**config.mk**
```make
export PLATFORM = sky130hd
export DESIGN_NAME = temporal_pe
export DESIGN_NICKNAME = d
export VERILOG_FILES = /design/src/pe_stream_pkg.sv /design/src/pe_insn_pkg.sv /design/src/pe_ifc.sv /design/src/pe_error_reg.sv /design/src/pe_fire_unit.sv /design/src/pe_insn_mem.sv /design/src/pe_operand_buffer.sv /design/src/temporal_pe.sv
export VERILOG_INCLUDE_DIRS = /design/src
export SDC_FILE = /design/constraint.sdc
export NUM_CORES = 1
export LEC_CHECK = 0
export ABC_AREA = 1
export BUFFER_PORTS_ARGS = -buffer_cell sky130_fd_sc_hd__buf_2
export CAP_MARGIN = 0
export CORE_MARGIN = 4
export CORE_UTILIZATION = 54
export CTS_CLUSTER_SIZE = 8
export DETAILED_ROUTE_END_ITERATION = 16
export PLACE_DENSITY_LB_ADDON = 0.2
export SYNTH_ARGS = -nofsm -noshare
export SYNTH_HDL_FRONTEND = slang
export SYNTH_SLANG_ARGS = --single-unit
export TNS_END_PERCENT = 50
```
**constraint.sdc**
```tcl
create_clock -name clk -period 4.4 [get_ports clk]
set_input_delay 0.22 -clock clk [delete_from_list [all_inputs] [get_ports clk]]
set_output_delay 0.22 -clock clk [all_outputs]
set_load 0.02 [all_outputs]
```
**src/temporal_pe_defines.svh**
```systemverilog
// Temporal PE shared parameters
// Stream widths, slot count, APB address bits and error codes
`ifndef TEMPORAL_PE_DEFINES_SVH
`define TEMPORAL_PE_DEFINES_SVH

// ----------------------------------------
// Stream payload
// ----------------------------------------
`define PE_DATA_W       32
`define PE_TAG_W        4

// Instruction slots and operand inputs
`define PE_NUM_INSNS    4
`define PE_NUM_INPUTS   2
`define PE_SLOT_W       2

// Byte address, one word per slot and one bit above the slot range
`define PE_APB_ADDR_W   5

// ----------------------------------------
// Sticky error codes
// ----------------------------------------
`define PE_ERR_W        16
`define PE_ERR_NONE     16'd0
`define PE_ERR_DUP_TAG  16'd1
`define PE_ERR_NO_MATCH 16'd2

`endif

```
**src/pe_stream_pkg.sv**
```systemverilog
// Temporal PE stream types
// Tags, values and the tagged payload carried on every stream port
`include "temporal_pe_defines.svh"

package pe_stream_pkg;

  // Dispatch tag
  typedef logic [`PE_TAG_W-1:0] tag_t;

  // Operand or result value
  typedef logic [`PE_DATA_W-1:0] value_t;

  // Tag sits in the upper bits
  typedef struct packed {
    tag_t   tag;
    value_t value;
  } payload_t;

  // Index of an instruction slot
  typedef logic [`PE_SLOT_W-1:0] slot_t;

endpackage

```
**src/pe_insn_pkg.sv**
```systemverilog
// Temporal PE instruction and configuration types
// Stored instruction word, function select and APB side types
`include "temporal_pe_defines.svh"

package pe_insn_pkg;

  // ----------------------------------------
  // Function unit
  // ----------------------------------------
  typedef enum logic {
    FU_ADD = 1'b0,
    FU_XOR = 1'b1
  } fu_sel_e;

  // ----------------------------------------
  // Instruction word, 10 bits
  // ----------------------------------------
  // Valid in bit 0, result tag in the top four bits
  typedef struct packed {
    pe_stream_pkg::tag_t res_tag;
    fu_sel_e             fu_sel;
    pe_stream_pkg::tag_t match_tag;
    logic                valid;
  } insn_word_t;

  // Byte address on the configuration bus
  typedef logic [`PE_APB_ADDR_W-1:0] apb_addr_t;

  // Latched error code
  typedef logic [`PE_ERR_W-1:0] err_code_t;

endpackage

```
**src/pe_ifc.sv**
```systemverilog
// Temporal PE internal interfaces
// Decoded instruction table and per-slot operand state with fire control
`include "temporal_pe_defines.svh"

// ----------------------------------------
// Decoded instruction table
// ----------------------------------------
interface insn_table_if;
  logic [`PE_NUM_INSNS-1:0]                        valid;
  pe_stream_pkg::tag_t [`PE_NUM_INSNS-1:0]         match_tag;
  pe_insn_pkg::fu_sel_e [`PE_NUM_INSNS-1:0]        fu_sel;
  pe_stream_pkg::tag_t [`PE_NUM_INSNS-1:0]         res_tag;

  // Memory side publishes the fields
  modport mem (output valid, match_tag, fu_sel, res_tag);

  // Buffer and fire unit only look
  modport user (input valid, match_tag, fu_sel, res_tag);
endinterface

// ----------------------------------------
// Operand state and fire handshake
// ----------------------------------------
interface op_state_if;
  // Per slot, per input
  logic [`PE_NUM_INSNS-1:0][`PE_NUM_INPUTS-1:0]                        op_valid;
  pe_stream_pkg::value_t [`PE_NUM_INSNS-1:0][`PE_NUM_INPUTS-1:0]       op_value;

  // Commit of one slot, result taken by the output
  logic                 fire;
  pe_stream_pkg::slot_t fire_slot;

  // Operand buffer owns the entries and follows fire
  modport buffer (output op_valid, op_value, input fire, fire_slot);

  // Dispatcher picks a slot and commits it
  modport disp (input op_valid, op_value, output fire, fire_slot);
endinterface

```
**src/pe_error_reg.sv**
```systemverilog
// Temporal PE error register
// Priority-encodes the error flags and holds the first code until reset
`include "temporal_pe_defines.svh"

module pe_error_reg (
  input  logic                    clk,
  input  logic                    rst_n,
  input  logic                    dup_tag,
  input  logic                    no_match,
  output logic                    error_valid,
  output pe_insn_pkg::err_code_t  error_code
);

  pe_insn_pkg::err_code_t code_next;

  // Configuration fault ahead of runtime fault
  always_comb begin
    if (dup_tag) begin
      code_next = `PE_ERR_DUP_TAG;
    end else if (no_match) begin
      code_next = `PE_ERR_NO_MATCH;
    end else begin
      code_next = `PE_ERR_NONE;
    end
  end

  // First nonzero code sticks
  always_ff @(posedge clk or negedge rst_n) begin
    if (!rst_n) begin
      error_valid <= 1'b0;
      error_code  <= `PE_ERR_NONE;
    end else if (!error_valid && (code_next != `PE_ERR_NONE)) begin
      error_valid <= 1'b1;
      error_code  <= code_next;
    end
  end

endmodule

```
**src/pe_fire_unit.sv**
```systemverilog
// Temporal PE fire unit
// Picks the lowest ready slot, runs add or xor and commits on output take
`include "temporal_pe_defines.svh"

module pe_fire_unit (
  insn_table_if.user                   tbl,
  op_state_if.disp                     ops,
  // Result stream
  input  logic                         out_ready,
  output logic                         out_valid,
  output pe_stream_pkg::payload_t      out_data
);

  logic                  found;
  pe_stream_pkg::slot_t  sel;
  pe_stream_pkg::value_t opa;
  pe_stream_pkg::value_t opb;
  pe_stream_pkg::value_t result;

  // ----------------------------------------
  // Slot select
  // ----------------------------------------
  // First slot with a live instruction and every operand present
  always_comb begin
    found = 1'b0;
    sel   = '0;
    for (int i = 0; i < `PE_NUM_INSNS; i++) begin
      if (!found && tbl.valid[i] && (&ops.op_valid[i])) begin
        found = 1'b1;
        sel   = pe_stream_pkg::slot_t'(i);
      end
    end
  end

  // ----------------------------------------
  // Function unit, single cycle
  // ----------------------------------------
  assign opa = ops.op_value[sel][0];
  assign opb = ops.op_value[sel][1];

  always_comb begin
    case (tbl.fu_sel[sel])
      pe_insn_pkg::FU_XOR: result = opa ^ opb;
      default:             result = opa + opb;
    endcase
  end

  // ----------------------------------------
  // Output and commit
  // ----------------------------------------
  // Held while out_ready is low since the entries stay full
  assign out_valid      = found;
  assign out_data.tag   = tbl.res_tag[sel];
  assign out_data.value = result;

  // Commit only when the result is taken
  assign ops.fire      = found && out_ready;
  assign ops.fire_slot = sel;

endmodule

```
**src/pe_insn_mem.sv**
```systemverilog
// Temporal PE instruction memory
// APB-written slots, decoded onto the table, with duplicate-tag detection
`include "temporal_pe_defines.svh"

module pe_insn_mem (
  input  logic                     clk,
  input  logic                     rst_n,
  // APB slave
  input  logic                     psel,
  input  logic                     penable,
  input  logic                     pwrite,
  input  pe_insn_pkg::apb_addr_t   paddr,
  input  logic [31:0]              pwdata,
  output logic                     pready,
  output logic                     pslverr,
  output logic [31:0]              prdata,
  // Decoded table
  insn_table_if.mem                tbl,
  output logic                     dup_tag
);

  localparam int INSN_W = $bits(pe_insn_pkg::insn_word_t);

  pe_insn_pkg::insn_word_t mem [`PE_NUM_INSNS];

  logic                 access;
  logic                 in_range;
  pe_stream_pkg::slot_t addr_slot;

  // ----------------------------------------
  // Address decode
  // ----------------------------------------
  assign access    = psel && penable;
  assign addr_slot = paddr[`PE_SLOT_W+1:2];

  // Word aligned and nothing set above the slot index
  assign in_range = (paddr[1:0] == 2'b00) &&
                    (paddr[`PE_APB_ADDR_W-1:`PE_SLOT_W+2] == '0);

  // No wait states
  assign pready  = 1'b1;
  assign pslverr = access && !in_range;

  // Stored word in the low bits, rest reads as zero
  assign prdata = in_range ? {{(32-INSN_W){1'b0}}, mem[addr_slot]} : '0;

  // ----------------------------------------
  // Slot storage
  // ----------------------------------------
  always_ff @(posedge clk or negedge rst_n) begin
    if (!rst_n) begin
      for (int i = 0; i < `PE_NUM_INSNS; i++) begin
        mem[i] <= '0;
      end
    end else if (access && pwrite && in_range) begin
      // New word visible the cycle after the access phase
      mem[addr_slot] <= pe_insn_pkg::insn_word_t'(pwdata[INSN_W-1:0]);
    end
  end

  // Field decode for the rest of the PE
  always_comb begin
    for (int i = 0; i < `PE_NUM_INSNS; i++) begin
      tbl.valid[i]     = mem[i].valid;
      tbl.match_tag[i] = mem[i].match_tag;
      tbl.fu_sel[i]    = mem[i].fu_sel;
      tbl.res_tag[i]   = mem[i].res_tag;
    end
  end

  // ----------------------------------------
  // Duplicate tag check
  // ----------------------------------------
  // Every pair of valid slots, each pair once
  always_comb begin
    dup_tag = 1'b0;
    for (int i = 0; i < `PE_NUM_INSNS; i++) begin
      for (int k = i + 1; k < `PE_NUM_INSNS; k++) begin
        if (mem[i].valid && mem[k].valid && (mem[i].match_tag == mem[k].match_tag)) begin
          dup_tag = 1'b1;
        end
      end
    end
  end

endmodule

```
**src/pe_operand_buffer.sv**
```systemverilog
// Temporal PE operand buffer
// Tag-matches each input to a slot and holds one operand per slot and input
`include "temporal_pe_defines.svh"

module pe_operand_buffer (
  input  logic                                            clk,
  input  logic                                            rst_n,
  // Operand streams
  input  logic [`PE_NUM_INPUTS-1:0]                       in_valid,
  input  pe_stream_pkg::payload_t [`PE_NUM_INPUTS-1:0]    in_data,
  output logic [`PE_NUM_INPUTS-1:0]                       in_ready,
  // Table lookup and operand state
  insn_table_if.user                                      tbl,
  op_state_if.buffer                                      ops,
  output logic                                            no_match
);

  // Entry state, per slot and input
  logic [`PE_NUM_INSNS-1:0][`PE_NUM_INPUTS-1:0]                  op_valid_q;
  pe_stream_pkg::value_t [`PE_NUM_INSNS-1:0][`PE_NUM_INPUTS-1:0] op_value_q;

  // Lookup result per input
  logic [`PE_NUM_INPUTS-1:0]                       hit;
  pe_stream_pkg::slot_t [`PE_NUM_INPUTS-1:0]       hit_slot;

  // ----------------------------------------
  // Tag match and accept
  // ----------------------------------------
  always_comb begin
    no_match = 1'b0;
    for (int j = 0; j < `PE_NUM_INPUTS; j++) begin
      hit[j]      = 1'b0;
      hit_slot[j] = '0;
      // Walk down so the lowest matching slot wins
      for (int i = `PE_NUM_INSNS - 1; i >= 0; i--) begin
        if (tbl.valid[i] && (tbl.match_tag[i] == in_data[j].tag)) begin
          hit[j]      = 1'b1;
          hit_slot[j] = pe_stream_pkg::slot_t'(i);
        end
      end
      // Ready only while the target entry is empty
      in_ready[j] = in_valid[j] && hit[j] && !op_valid_q[hit_slot[j]][j];
      // Offered operand with nowhere to go
      no_match = no_match | (in_valid[j] && !hit[j]);
    end
  end

  // ----------------------------------------
  // Entry valid bits
  // ----------------------------------------
  always_ff @(posedge clk or negedge rst_n) begin
    if (!rst_n) begin
      op_valid_q <= '0;
    end else begin
      // Fired slot frees both entries
      if (ops.fire) begin
        op_valid_q[ops.fire_slot] <= '0;
      end
      // A cleared entry had in_ready low, so set and clear never collide
      for (int j = 0; j < `PE_NUM_INPUTS; j++) begin
        if (in_ready[j]) begin
          op_valid_q[hit_slot[j]][j] <= 1'b1;
        end
      end
    end
  end

  // Operand payload, qualified by the valid bits
  always_ff @(posedge clk) begin
    for (int j = 0; j < `PE_NUM_INPUTS; j++) begin
      if (in_ready[j]) begin
        op_value_q[hit_slot[j]][j] <= in_data[j].value;
      end
    end
  end

  // Published to the fire unit
  assign ops.op_valid = op_valid_q;
  assign ops.op_value = op_value_q;

endmodule

```
**src/temporal_pe.sv**
```systemverilog
// Temporal processing element, tag-dispatched
// Instruction memory, operand buffer, fire unit and error register
`include "temporal_pe_defines.svh"

module temporal_pe (
  input  logic                                          clk,
  input  logic                                          rst_n,
  // APB configuration slave
  input  logic                                          psel,
  input  logic                                          penable,
  input  logic                                          pwrite,
  input  pe_insn_pkg::apb_addr_t                        paddr,
  input  logic [31:0]                                   pwdata,
  output logic                                          pready,
  output logic                                          pslverr,
  output logic [31:0]                                   prdata,
  // Operand streams
  input  logic [`PE_NUM_INPUTS-1:0]                     in_valid,
  output logic [`PE_NUM_INPUTS-1:0]                     in_ready,
  input  pe_stream_pkg::payload_t [`PE_NUM_INPUTS-1:0]  in_data,
  // Result stream
  output logic                                          out_valid,
  input  logic                                          out_ready,
  output pe_stream_pkg::payload_t                       out_data,
  // Sticky error
  output logic                                          error_valid,
  output pe_insn_pkg::err_code_t                        error_code
);

  logic dup_tag;
  logic no_match;

  insn_table_if insn_tbl ();
  op_state_if   op_state ();

  // ----------------------------------------
  // Configuration
  // ----------------------------------------
  pe_insn_mem insn_mem_i (
    .clk     (clk),
    .rst_n   (rst_n),
    .psel    (psel),
    .penable (penable),
    .pwrite  (pwrite),
    .paddr   (paddr),
    .pwdata  (pwdata),
    .pready  (pready),
    .pslverr (pslverr),
    .prdata  (prdata),
    .tbl     (insn_tbl.mem),
    .dup_tag (dup_tag)
  );

  // ----------------------------------------
  // Datapath
  // ----------------------------------------
  pe_operand_buffer operand_buffer_i (
    .clk      (clk),
    .rst_n    (rst_n),
    .in_valid (in_valid),
    .in_data  (in_data),
    .in_ready (in_ready),
    .tbl      (insn_tbl.user),
    .ops      (op_state.buffer),
    .no_match (no_match)
  );

  pe_fire_unit fire_unit_i (
    .tbl       (insn_tbl.user),
    .ops       (op_state.disp),
    .out_ready (out_ready),
    .out_valid (out_valid),
    .out_data  (out_data)
  );

  // Error latch
  pe_error_reg error_reg_i (
    .clk         (clk),
    .rst_n       (rst_n),
    .dup_tag     (dup_tag),
    .no_match    (no_match),
    .error_valid (error_valid),
    .error_code  (error_code)
  );

endmodule

```
# Yosys cells after proc, flatten, opt, wreduce, memory -nomap -nowiden

Cells that the tools add are included.

Bits of input ports: 117
Output and inout port bits: 90
Word-level logic and storage cells: 186
Flip-flop bits (word level): 321

Add/subtract/negate cells: 1
Muxes and demuxes: 66
Bitwise gates (word level): 8
Eq/ne operators: 14
$lt $le $gt $ge: 8
Reduce and logical (&&, ||, !) cells: 59

Operator list:

| kind               | number |
|---|---|
| $bwmux 256         | 2 |
| $mux 256           | 2 |
| $demux 64 s2       | 2 |
| $bmux 64 s2        | 1 |
| $mux 64            | 2 |
| $mux 32            | 2 |
| $eq 4x4->1         | 14 |
| $logic_and 1x1->1  | 44 |
| $bwmux 40          | 1 |
| $mux 10            | 4 |
| $add 32x32->32     | 1 |
| $xor 32x32->32     | 1 |
| $mux 2             | 15 |
| $mux 8             | 3 |
| $mux 1             | 22 |
| $bmux 10 s2        | 1 |
| $demux 10 s2       | 1 |
| $or 8x8->8         | 2 |
| $reduce_bool 16->1 | 1 |
| $demux 2 s2        | 3 |
| $logic_not 1->1    | 9 |
| $lt 2x3->1 const B | 3 |
| $and 8x8->8        | 1 |
| $bmux 2 s2         | 2 |
| 12 further kinds   | 17 |

# Depth between registers and ports, before layout

Gate-level depths: netlist of the first run.

Depth after elaboration: 26
Mapped depth: 23

# By module

A second synthesis of the first run with hierarchy kept.

Cells, all modules: 1858
Area, all modules: 16568.4 um^2

Modules (own cells, without submodules):

| module            | times used | sequential area each (um^2) | area an instance (um^2) | cells an instance |
|---|---|---|---|---|
| pe_operand_buffer | 1          | 7887.6                      | 9808.2                  | 682 |
| pe_fire_unit      | 1          | 0.0                         | 4200.3                  | 833 |
| pe_insn_mem       | 1          | 1001.0                      | 2331.0                  | 314 |
| pe_error_reg      | 1          | 75.1                        | 229.0                   | 29 |

# Worst setup path after synthesis of the first run

Ideal clock, no wire load.

Kind: flip-flop to output port
Start: reg insn_mem_i.mem (netlist bit insn_mem_i.tbl.valid[2])
End: out out_data[18] in the netlist's numbering
Path buffers: 1
Path slack: 0.907 ns
Arrival: 3.273 ns
Required time: 4.180 ns
Cell stages (with the launch flop): 20
Path through: dfrtp_1 nand3_1 inv_2 nor2_4 o21ai_1 nand2_2 clkinv_1 buf_2 nand2_1 nand4_1 ha_1 fa_1 nand3_1 nand2_1 a21oi_1 o21ai_0 nand2_1 nand2_1 nand2_1 xor2_1

RTL lines:

| what                              | RTL line          | source |
|---|---|---|
| from (decl)                       | pe_insn_mem.sv:24 | `` pe_insn_pkg::insn_word_t mem [`PE_NUM_INSNS]; `` |
| from (signal, indexed assignment) | pe_insn_mem.sv:57 | `mem[addr_slot] <= pe_insn_pkg::insn_word_t'(pwdata[INSN_W-1:0]);` |
| to (decl)                         | temporal_pe.sv:24 | `output pe_stream_pkg::payload_t out_data,` |

==> results of run 1 <==
[through the flow]
step           util (%)  setup slack [ps]
4_1_cts            64.5              19.4
3_3_place_gp       58.7               217
2_1_floorplan         -               907
3_5_place_dp       58.7               134
5_1_grt            64.8             -54.8
6_report           64.8               194
[cells in the final DEF, fill, tap and decap left out, types with 7 or more instances in the layout]
cell           instances
buf_4                 35
nor2_2                10
dfrtp_1               50
o21ai_0               79
clkbuf_1              26
xnor2_1               16
conb_1                37
nor3_1                48
nand3b_1               7
xor2_1                12
nand4_1               24
clkbuf_16             45
a21oi_1               41
ha_1                  28
inv_2                 16
dlygate4sd3_1         41
o21ai_1                7
inv_1                149
o22ai_1               67
nand2_1              320
a221oi_1              10
nor2_1               324
buf_2                147
nand2_2                8
edfxtp_1             256
nand3_1               78
[cell families (layout without fill, tap and decap cells)]
group / after synthesis / after routing / synth area share [%]
AND/OR/NAND/NOR: 848 / 848 / 23.2
flip-flops: 307 / 307 / 55.9
buffers and inverters: 276 / 474 / 8.30
AO/OA/AOI/OAI: 231 / 231 / 8.43
adder cells (fa/ha/maj): 32 / 32 / 2.55
XOR/XNOR: 28 / 28 / 1.53
other: 2 / 37 / 0.0469
[per-layer routing]
layer	vias up	routed length [µm]
met3	80	3950
met4	0	1190
met5	-	0
met1	6127	18500
li1	6175	-
met2	591	20600
[worst min path at each step]
| stage | from | end | cells after the start |
|---|---|---|---|
| finish | pwdata[5] | insn_mem_i.tbl.fu_sel[3] | 3 |
| floorplan | rst_n | error_reg_i.error_code[0] | 0 |
| global placement | rst_n | insn_mem_i.tbl.match_tag[12] | 2 |
| detailed placement | rst_n | insn_mem_i.tbl.match_tag[12] | 2 |
| CTS | pwdata[5] | insn_mem_i.tbl.fu_sel[2] | 3 |
| global route | in_data[63] | operand_buffer_i.ops.op_value[187] | 3 |
[Yosys cell counts (3+ instances only)]
| cell | instances | area share [%] |
|---|---|---|
| a221o_1 | 4 | 0.25 |
| a221oi_1 | 10 | 0.55 |
| o211ai_1 | 3 | 0.14 |
| nand3_4 | 3 | 0.33 |
| nor2_1 | 325 | 7.6 |
| a21oi_1 | 44 | 1.4 |
| xnor2_1 | 16 | 0.87 |
| dfrtp_1 | 51 | 8.0 |
| edfxtp_1 | 256 | 48 |
| nand3b_1 | 7 | 0.33 |
| nor2_2 | 9 | 0.35 |
| xor2_1 | 12 | 0.66 |
| o22ai_1 | 67 | 2.6 |
| inv_2 | 16 | 0.37 |
| clkinv_1 | 3 | 0.070 |
| clkbuf_1 | 23 | 0.54 |
| ha_1 | 31 | 2.4 |
| nand2_1 | 321 | 7.5 |
| nand4_4 | 5 | 0.66 |
| o21bai_1 | 5 | 0.23 |
| o21ai_0 | 82 | 2.6 |
| buf_1 | 8 | 0.19 |
| nand2_2 | 8 | 0.31 |
| nand4_1 | 24 | 0.94 |
| nand3_1 | 78 | 2.4 |
| a21boi_0 | 3 | 0.14 |
| buf_6 | 12 | 0.84 |
| o21ai_1 | 5 | 0.16 |
| nand2_4 | 4 | 0.28 |
| nor3_1 | 54 | 1.7 |
| inv_1 | 149 | 3.5 |
| buf_2 | 15 | 0.47 |
| nor2_4 | 3 | 0.21 |
| buf_4 | 48 | 2.2 |
[state kept, by name, summed over array words and instances (netlist names)]
| signal | cells |
|---|---|
| error_reg_i.error_valid | 1 |
| insn_mem_i.tbl.fu_sel | 4 |
| operand_buffer_i.ops.op_valid | 8 |
| insn_mem_i.tbl.res_tag | 16 |
| error_reg_i.error_code | 2 |
| insn_mem_i.tbl.match_tag | 16 |
| insn_mem_i.tbl.valid | 4 |
| operand_buffer_i.ops.op_value | 256 |
[area by class of cell]
type / count / area share (%)
inverter: 170 / 3.42
tap: 384 / 2.56
clock inverter: 3 / 0.240
clock buffer: 71 / 6.51
timing repair buffer: 230 / 8.03
sequential: 307 / 47.7
multi-input combinational: 1176 / 31.5
[worst max-delay path, cell delays in order (launching register included)]
cell and delay (ps):
dfrtp_2 470, nand3_1 140, inv_2 70, buf_6 180, nand2_2 150, buf_6 260, o22ai_1 110, nor3_1 330
ha_1 360, a21oi_1 210, o21ai_0 210, a21oi_1 240, nand2_1 110, a21o_1 190, nand2_1 60, nand2_1 50
nand2_1 110, inv_1 50, buf_2 150
[timing repair]
action,CTS,global route
cloned,0,0
endpoints found under the hold margin,198,0
hold buffers,41,0
buffers inserted,1,0
setup endpoints to repair,22,19
pin swaps,1,0
resized for setup,2,23
[where the power goes]
part / leakage [nW] / switching [W] / total, W / internal, W
clock network: 0.609 / 0.00122 / 0.00311 / 0.00189
logic: 4.46 / 0.000311 / 0.000475 / 0.000164
registers: 3.29 / 0.0000595 / 0.00324 / 0.00318
total: 8.36 / 0.00159 / 0.00683 / 0.00524
==> impl_metrics.yaml, run 1 <==
sta:
  rsz0062_at_grt: "true"
  skew_ps: 13.5
  fmax_mhz: 238
  hold_viol: 0
  fin_crit_sh_pct: 95.6
  fin_hold_ws_ps: 12.1
  min_period_ps: 4210
  final-max-slew-violation-count: 0
  slew_headroom_pct: 43.1
  finalSetupViolCount: 0
  timing.setup.tns_ps: 0
  worst_pin_slew_ps: 851
grt:
  grtUsageMet3_pct: 5.25
  grt_max_degree: 52
  use_met2_pct: 43.5
  overflow: 0
  grt_pass1_vias: 12674
  grtUsageTotal_pct: 26.4
  busiest_layer: "met2"
  use_met1_pct: 36.0
  grt_pass1_wl_um: 68600
  antenna_found_initial: 0
power:
  powerDensity_nw_per_um2: 363
  leakage_nw: 8.36
  power_w: 0.00683
  ir_drop_mv: 0.282
final_layout:
  fin_nets: 2078
  syn_to_final_growth_pct: 17.3
  fillerInstances: 2423
  regArea_um2: 8960
  final_cell_area_um2: 18800
  multiInputGateArea_um2: 5920
  finalNonFillerCells: 2341
  n_antenna_cell: 0
  drive_gt1_share_pct: 15.8
logic_synthesis:
  syn_inst: 1724
  ys.flop_type: "edfxtp_1"
  yosysSeqAreaShare_pct: 55.9
  synth_edf_count: 256
  synth_area_um2: 16000
  synthArstFlopShare_pct: 16.6
  yosys_warnings: 0
  yosysUniqueCellTypes: 48
  ys_ff_latch: 307
  synth_area_per_cell_um2: 9.29
clock_tree:
  htree_levels: 2
  cts-root-buf: "clkbuf_16"
  cts_tree: "built"
  clk_pin_slew_ps: 50
  cts.sink_count: 307
  cts_buffer_depth: 3
  clk_latency_ps: 540
  numCtsBuffers: 44
routing:
  num_vias: 12973
  drc: 0
  firstDrtPassIters: 5
  ant_nets: 0
  first_iter_violations: 1220
  avgViaCountPerCell: 5.54
  totalWireLength_um: 44200
  wire_per_inst_um: 18.9
placed_design:
  routabilityCongestion: 0.968
  hpwl_um: 29600
  port_buffers: 147
  dpl_cell_area_um2: 17000
  dp.cells: 2225
die:
  die_y_um: 180
  fp.dieW_um: 180
  row_count: 62
  die_area_um2: 32500
  coreArea_um2: 29000
  start_util_pct: 55.2
  ios: 207
run_status:
  status: "finished clean"
setup_path:
  crit_arrival_ps: 3990
  cp-end-kind: "output port"
  reg2reg_from: "insn_mem_i.tbl.match_tag[2]"
  start_kind: "flop"
  critical_path_class: "flop to output port"
  worstPathRequired_ps: 4180
  timing.rr.end: "operand_buffer_i.ops.op_value[16]"
  rrSetupSlack_ps: 1360
  endpoint: "out_data[20]"
  worst-path-max-fanout: 21
  r2r_cells: 13
  startpoint: "insn_mem_i.tbl.valid[2]"
job:
  maxCapViolCount: 0
worst_hold_path:
  min_path_type: "input port to flop"
(Power assumes the default switching activity.)
==> run 2, diff against run 1 <==
Settings changed: CTS_BUF_LIST set to sky130_fd_sc_hd__clkbuf_8.
Clock period 4.4 ns to 5.23 ns, I/O delays scaled along.
==> run 2 against run 1 <==
Critical path depth grew 2. Largest cell class unchanged. Core utilization shrank 1.4 points. Combinational power shrank 16%. Via count shrank 0.80%. Critical path type unchanged. Sequential power shrank 16%.
==> impl_metrics.yaml, run 2 (synthesized netlist as in run 1, its figures left out) <==
routing:
  num_vias: 12869
  totalWireLength_um: 43200
  first_iter_violations: 1154
  avgViaCountPerCell: 5.48
  ant_nets: 0
  firstDrtPassIters: 5
  wire_per_inst_um: 18.4
  drc: 0
sta:
  worst_pin_slew_ps: 1080
  finalSetupViolCount: 0
  setup_ws_ps: 374
  rsz0062_at_grt: "false"
  skew_ps: 19.7
  fin_crit_sh_pct: 92.9
  fmax_mhz: 206
  timing.setup.tns_ps: 0
  final-max-slew-violation-count: 0
  min_period_ps: 4860
  hold_viol: 0
  slew_headroom_pct: 27.8
final_layout:
  utilization_pct: 63.3
  drive_gt1_share_pct: 15.1
  fillerInstances: 2475
  syn_to_final_growth_pct: 14.7
  largest_register_ffs: 256
  final_cell_area_um2: 18400
  layout_common_cells: "nor2_1 (325), nand2_1 (320), edfxtp_1 (256)"
  fin_nets: 2076
  layout_commonest_cell: "nor2_1"
  multiInputGateArea_um2: 5870
  regArea_um2: 8960
  n_antenna_cell: 0
worst_hold_path:
  min_path_cells: 3
  min_path_type: "input port to flop"
setup_path:
  worst-path-max-fanout: 52
  startpoint: "insn_mem_i.tbl.valid[2]"
  timing.rr.end: "operand_buffer_i.ops.op_value[132]"
  crit_arrival_ps: 4590
  start_kind: "flop"
  cpMostUsedCell: "nand2_1"
  cp_top_family: "simple AND/OR/NAND/NOR gates"
  worstPathRequired_ps: 4970
  max_stage_delay_ps: 540
  crit_chain: "nand3_1 > inv_4 > nor2_4 > o21ai_1 > nand2_2 > buf_12 > nor2_1 > nor3_1 > ha_1 > fa_1 > nand3_1 > nand2_1 > a21oi_1 > o21ai_0 > buf_4 > nand2_1 > nand2_1 > nand2_1 > xor2_1 > buf_2"
  critPathSlowestCell: "dfrtp_1"
  critical_path_class: "flop to output port"
  worstSetupPathDepth: 20
  endpoint: "out_data[18]"
  reg2reg_from: "insn_mem_i.tbl.match_tag[1]"
  cp-end-kind: "output port"
  r2r_cells: 13
  rrSetupSlack_ps: 1780
  path_buf_inv: 4
power:
  pwr-share-seq_pct: 53.3
  power_w: 0.00511
  p_sw_w: 0.00125
  clkPwrFrac_pct: 38.9
  powerDensity_nw_per_um2: 278
  ir_drop_mv: 0.216
  leakage_nw: 8.29
  p_int_w: 0.00386
  switching_share_pct: 24.5
  comb_power_share_pct: 7.8
die:
  fp.dieW_um: 180
  row_count: 62
  start_util_pct: 55.2
  coreArea_um2: 29000
  ios: 207
  die_area_um2: 32500
  die_y_um: 180
clock_tree:
  cts_tree: "built"
  cts_buffer_depth: 3
  cts-root-buf: "clkbuf_8"
  numCtsBuffers: 52
  clk_pin_slew_ps: 60
  htree_levels: 2
  clk_latency_ps: 590
  cts.sink_count: 307
placed_design:
  dp_slack_ps: 547
  port_buffers: 147
  routabilityCongestion: 0.976
  dpl_cell_area_um2: 16900
  hpwl_um: 29000
grt:
  grt_max_degree: 53
  overflow: 0
  grt_pass1_vias: 12375
  grt_pass1_wl_um: 67400
  antenna_found_initial: 0
  grtUsageTotal_pct: 25.9
run_status:
  status: "finished clean"
job:
  maxCapViolCount: 0
[run 2: worst min-delay path by stage]
stage                startpoint                                 end
floorplan                 rst_n           error_reg_i.error_code[0]
global placement          rst_n         insn_mem_i.tbl.match_tag[8]
detailed placement        rst_n         insn_mem_i.tbl.match_tag[8]
CTS                 in_data[45]  operand_buffer_i.ops.op_value[169]
global route        in_data[41]  operand_buffer_i.ops.op_value[101]
finish              in_data[45]  operand_buffer_i.ops.op_value[169]
[run 2: layout make-up]
type	count	share of cell area, %
Clock buffer	60	4.49
Sequential cell	307	48.8
Inverter	170	3.53
Timing Repair Buffer	220	7.83
Tap cell	384	2.62
Multi-Input combinational cell	1176	32.0
Clock inverter	33	0.783
[run 2: tightest hold or removal path, stage by stage]
cell and delay, ps:
buf_2 80, inv_1 60, nor2_1 100
[run 2: stage by stage]
stage	instances	hold WS, ps
2_1_floorplan	1759	-34.1
3_3_place_gp	2208	420
3_5_place_dp	2208	423
4_1_cts	2348	2.22
5_1_grt	2350	19.8
6_report	2350	35.5
[run 2: power by group through the flow]
stage | clock [W] | sequential (W) | combinational (W)
floorplan | 0 | 0.00274 | 0.000286
global placement | 0 | 0.00277 | 0.000361
detailed placement | 0 | 0.00277 | 0.000368
CTS | 0.00202 | 0.00272 | 0.000397
global route | 0.00214 | 0.00273 | 0.000444
finish | 0.00199 | 0.00272 | 0.000399
[run 2: layer usage]
| layer | track usage, % | vias to the layer above | routed length, µm |
|---|---|---|---|
| met5 | 0 | - | 0 |
| met4 | 9.04 | 0 | 1480 |
| met3 | 4.36 | 91 | 3270 |
| met2 | 42.0 | 557 | 20100 |
| met1 | 35.6 | 6058 | 18400 |
| li1 | - | 6163 | - |
[run 2: timing repair]
action                                 4_1_cts  5_1_grt
setup endpoints to repair                    2       17
resized for setup                            1        5
pin swaps                                    0        1
hold buffers                                47        0
endpoints found under the hold margin      222        0
gates cloned                                 0        0
buffers inserted                             0        2
==> run 3, diff against run 2 <==
Settings changed: CORE_UTILIZATION 54 to 55.
Clock period 5.23 ns to 3.9 ns, I/O delays scaled along.
==> run 3 against run 2 <==
Design area is 7.8% higher. Hold slack got worse by 18 ps. Clock power grew 26%. Clock-buffer cell count decreased by 7. Sequential share of layout area is 3.5 points lower. Register-to-register slack got worse by 880 ps. Largest power group unchanged. Non-clock buffer count increased by 81. Die area decreased by 1.7%. Final cell count increased by 3.2%.
==> impl_metrics.yaml, run 3 (synthesized netlist as in run 1, its figures left out) <==
power:
  pwr-share-seq_pct: 54.0
  leakage_nw: 8.80
  p_int_w: 0.00507
  switching_share_pct: 25.0
  clkPwrFrac_pct: 37.2
  power_w: 0.00675
  p_sw_w: 0.00169
  powerDensity_nw_per_um2: 341
  comb_power_share_pct: 8.8
  ir_drop_mv: 0.274
setup_path:
  timing.rr.end: "operand_buffer_i.ops.op_value[83]"
  crit_chain: "nand3_2 > inv_4 > nor2_4 > nand2_8 > buf_4 > buf_4 > o22ai_1 > nor3_2 > ha_2 > nand2_2 > nor2_2 > inv_2 > nor2_4 > nand2_1 > o211ai_1 > nand2_1 > nand2_1 > nand2_1 > buf_4"
  cpMostUsedCell: "nand2_1"
  crit_arrival_ps: 3660
  critPathSlowestCell: "dfrtp_1"
  start_kind: "flop"
  max_stage_delay_ps: 400
  r2r_cells: 13
  cp-end-kind: "output port"
  rrSetupSlack_ps: 900
  reg2reg_from: "insn_mem_i.tbl.match_tag[12]"
  worstPathRequired_ps: 3700
  critical_path_class: "flop to output port"
  worst-path-max-fanout: 11
clock_tree:
  cts.sink_count: 307
  numCtsBuffers: 50
  cts_tree: "built"
  cts_buffer_depth: 3
  clk_pin_slew_ps: 70
  clk_latency_ps: 570
  htree_levels: 2
  cts-root-buf: "clkbuf_8"
worst_hold_path:
  min_path_cells: 3
  min_path_type: "input port to flop"
  worstHoldStart: "in_data[51]"
  hold_end: "operand_buffer_i.ops.op_value[239]"
die:
  die_area_um2: 31900
  ios: 207
  fp.dieW_um: 179
  start_util_pct: 55.8
  row_count: 62
  coreArea_um2: 28700
  die_y_um: 179
sta:
  min_period_ps: 3860
  fmax_mhz: 259
  skew_ps: 21.4
  timing.setup.tns_ps: 0
  slew_headroom_pct: 52.2
  rsz0062_at_grt: "true"
  hold_viol: 0
  fin_crit_sh_pct: 98.9
  finalSetupViolCount: 0
  worst_pin_slew_ps: 715
  final-max-slew-violation-count: 0
final_layout:
  layout_commonest_cell: "nor2_1"
  syn_to_final_growth_pct: 23.7
  n_antenna_cell: 0
  fillerInstances: 2217
  largest_register_ffs: 256
  layout_common_cells: "nor2_1 (306), nand2_1 (301), edfxtp_1 (256)"
  fin_nets: 2155
  final_cell_area_um2: 19800
  drive_gt1_share_pct: 23.9
grt:
  grtUsageTotal_pct: 26.9
  overflow: 0
  antenna_found_initial: 1
  grt_pass1_vias: 12458
  grt_pass1_wl_um: 66800
  grt_max_degree: 52
placed_design:
  dpl_cell_area_um2: 17200
  port_buffers: 147
  routabilityCongestion: 0.969
  hpwl_um: 29200
routing:
  firstDrtPassIters: 5
  wire_per_inst_um: 18.3
  drc: 0
  num_vias: 13394
  totalWireLength_um: 44400
  ant_nets: 0
  first_iter_violations: 1146
  avgViaCountPerCell: 5.52
job:
  maxCapViolCount: 0
run_status:
  status: "finished clean"
-- run 3: stage by stage --
step	worst slack [ps]	util, %	std cells	hold WS, ps
after global routing	-130	69.0	2425	13.4
after global placement	289	59.9	2242	347
after detailed placement	240	59.9	2242	360
after floorplan	432	-	1759	-101
after CTS	-10.9	66.5	2410	6.16
final	43.2	69.0	2425	17.6
-- run 3: cell type report --
cell class                 instances  area [µm²]  share of cell area [%]
multi-input combinational       1176        6580                    33.2
clock buffer                      53         729                    3.68
tap                              384         480                    2.43
sequential                       307        8960                    45.2
timing repair buffer             301        2250                    11.3
inverter                         170         651                    3.28
clock inverter                    34         161                   0.815
-- run 3: critical path, delay by kind of cell, from the launching register on --
family                     cells  cell delay, ps
AOI/OAI and AO/OA              2             460
adders and majority gates      1             390
buffers and inverters          5             660
DFF                            1             400
and+or+nand+nor               11            1150
-- run 3: metal layers --
layer / GRT usage, % / vias to the layer above / part of all wire, %
li1: - / 6332 / -
met1: 38.1 / 6355 / 41
met2: 43.7 / 620 / 47
met3: 3.65 / 85 / 8.4
met4: 8.12 / 2 / 2.8
met5: 0 / - / 0.025
-- run 3: power groups by stage --
stage / clock (W) / combinational (W) / sequential (W)
6_report: 0.00251 / 0.000592 / 0.00365
5_1_grt: 0.00269 / 0.000655 / 0.00365
4_1_cts: 0.00256 / 0.000573 / 0.00364
3_5_place_dp: 0 / 0.000502 / 0.00371
3_3_place_gp: 0 / 0.000494 / 0.00371
2_1_floorplan: 0 / 0.000383 / 0.00368
-- run 3: how the worst max path moves through the flow --
stage / start / end / slack [ps] / depth (start not counted)
finish: insn_mem_i.tbl.valid[2] / out_data[27] / 40 / 19
global route: insn_mem_i.tbl.valid[2] / out_data[28] / -130 / 19
CTS: operand_buffer_i.ops.op_valid[3] / out_data[31] / -10 / 19
detailed placement: operand_buffer_i.ops.op_valid[3] / out_data[22] / 240 / 19
global placement: operand_buffer_i.ops.op_valid[3] / out_data[31] / 290 / 19
floorplan: insn_mem_i.tbl.valid[2] / out_data[18] / 430 / 19
-- run 3: timing repair --
action / 4_1_cts / 5_1_grt
endpoints found under the hold margin: 320 / 0
resized for setup: 49 / 159
pin swaps: 13 / 47
hold buffers: 72 / 0
setup buffers: 9 / 15
cloned: 0 / 0
endpoints found under the setup margin: 22 / 25
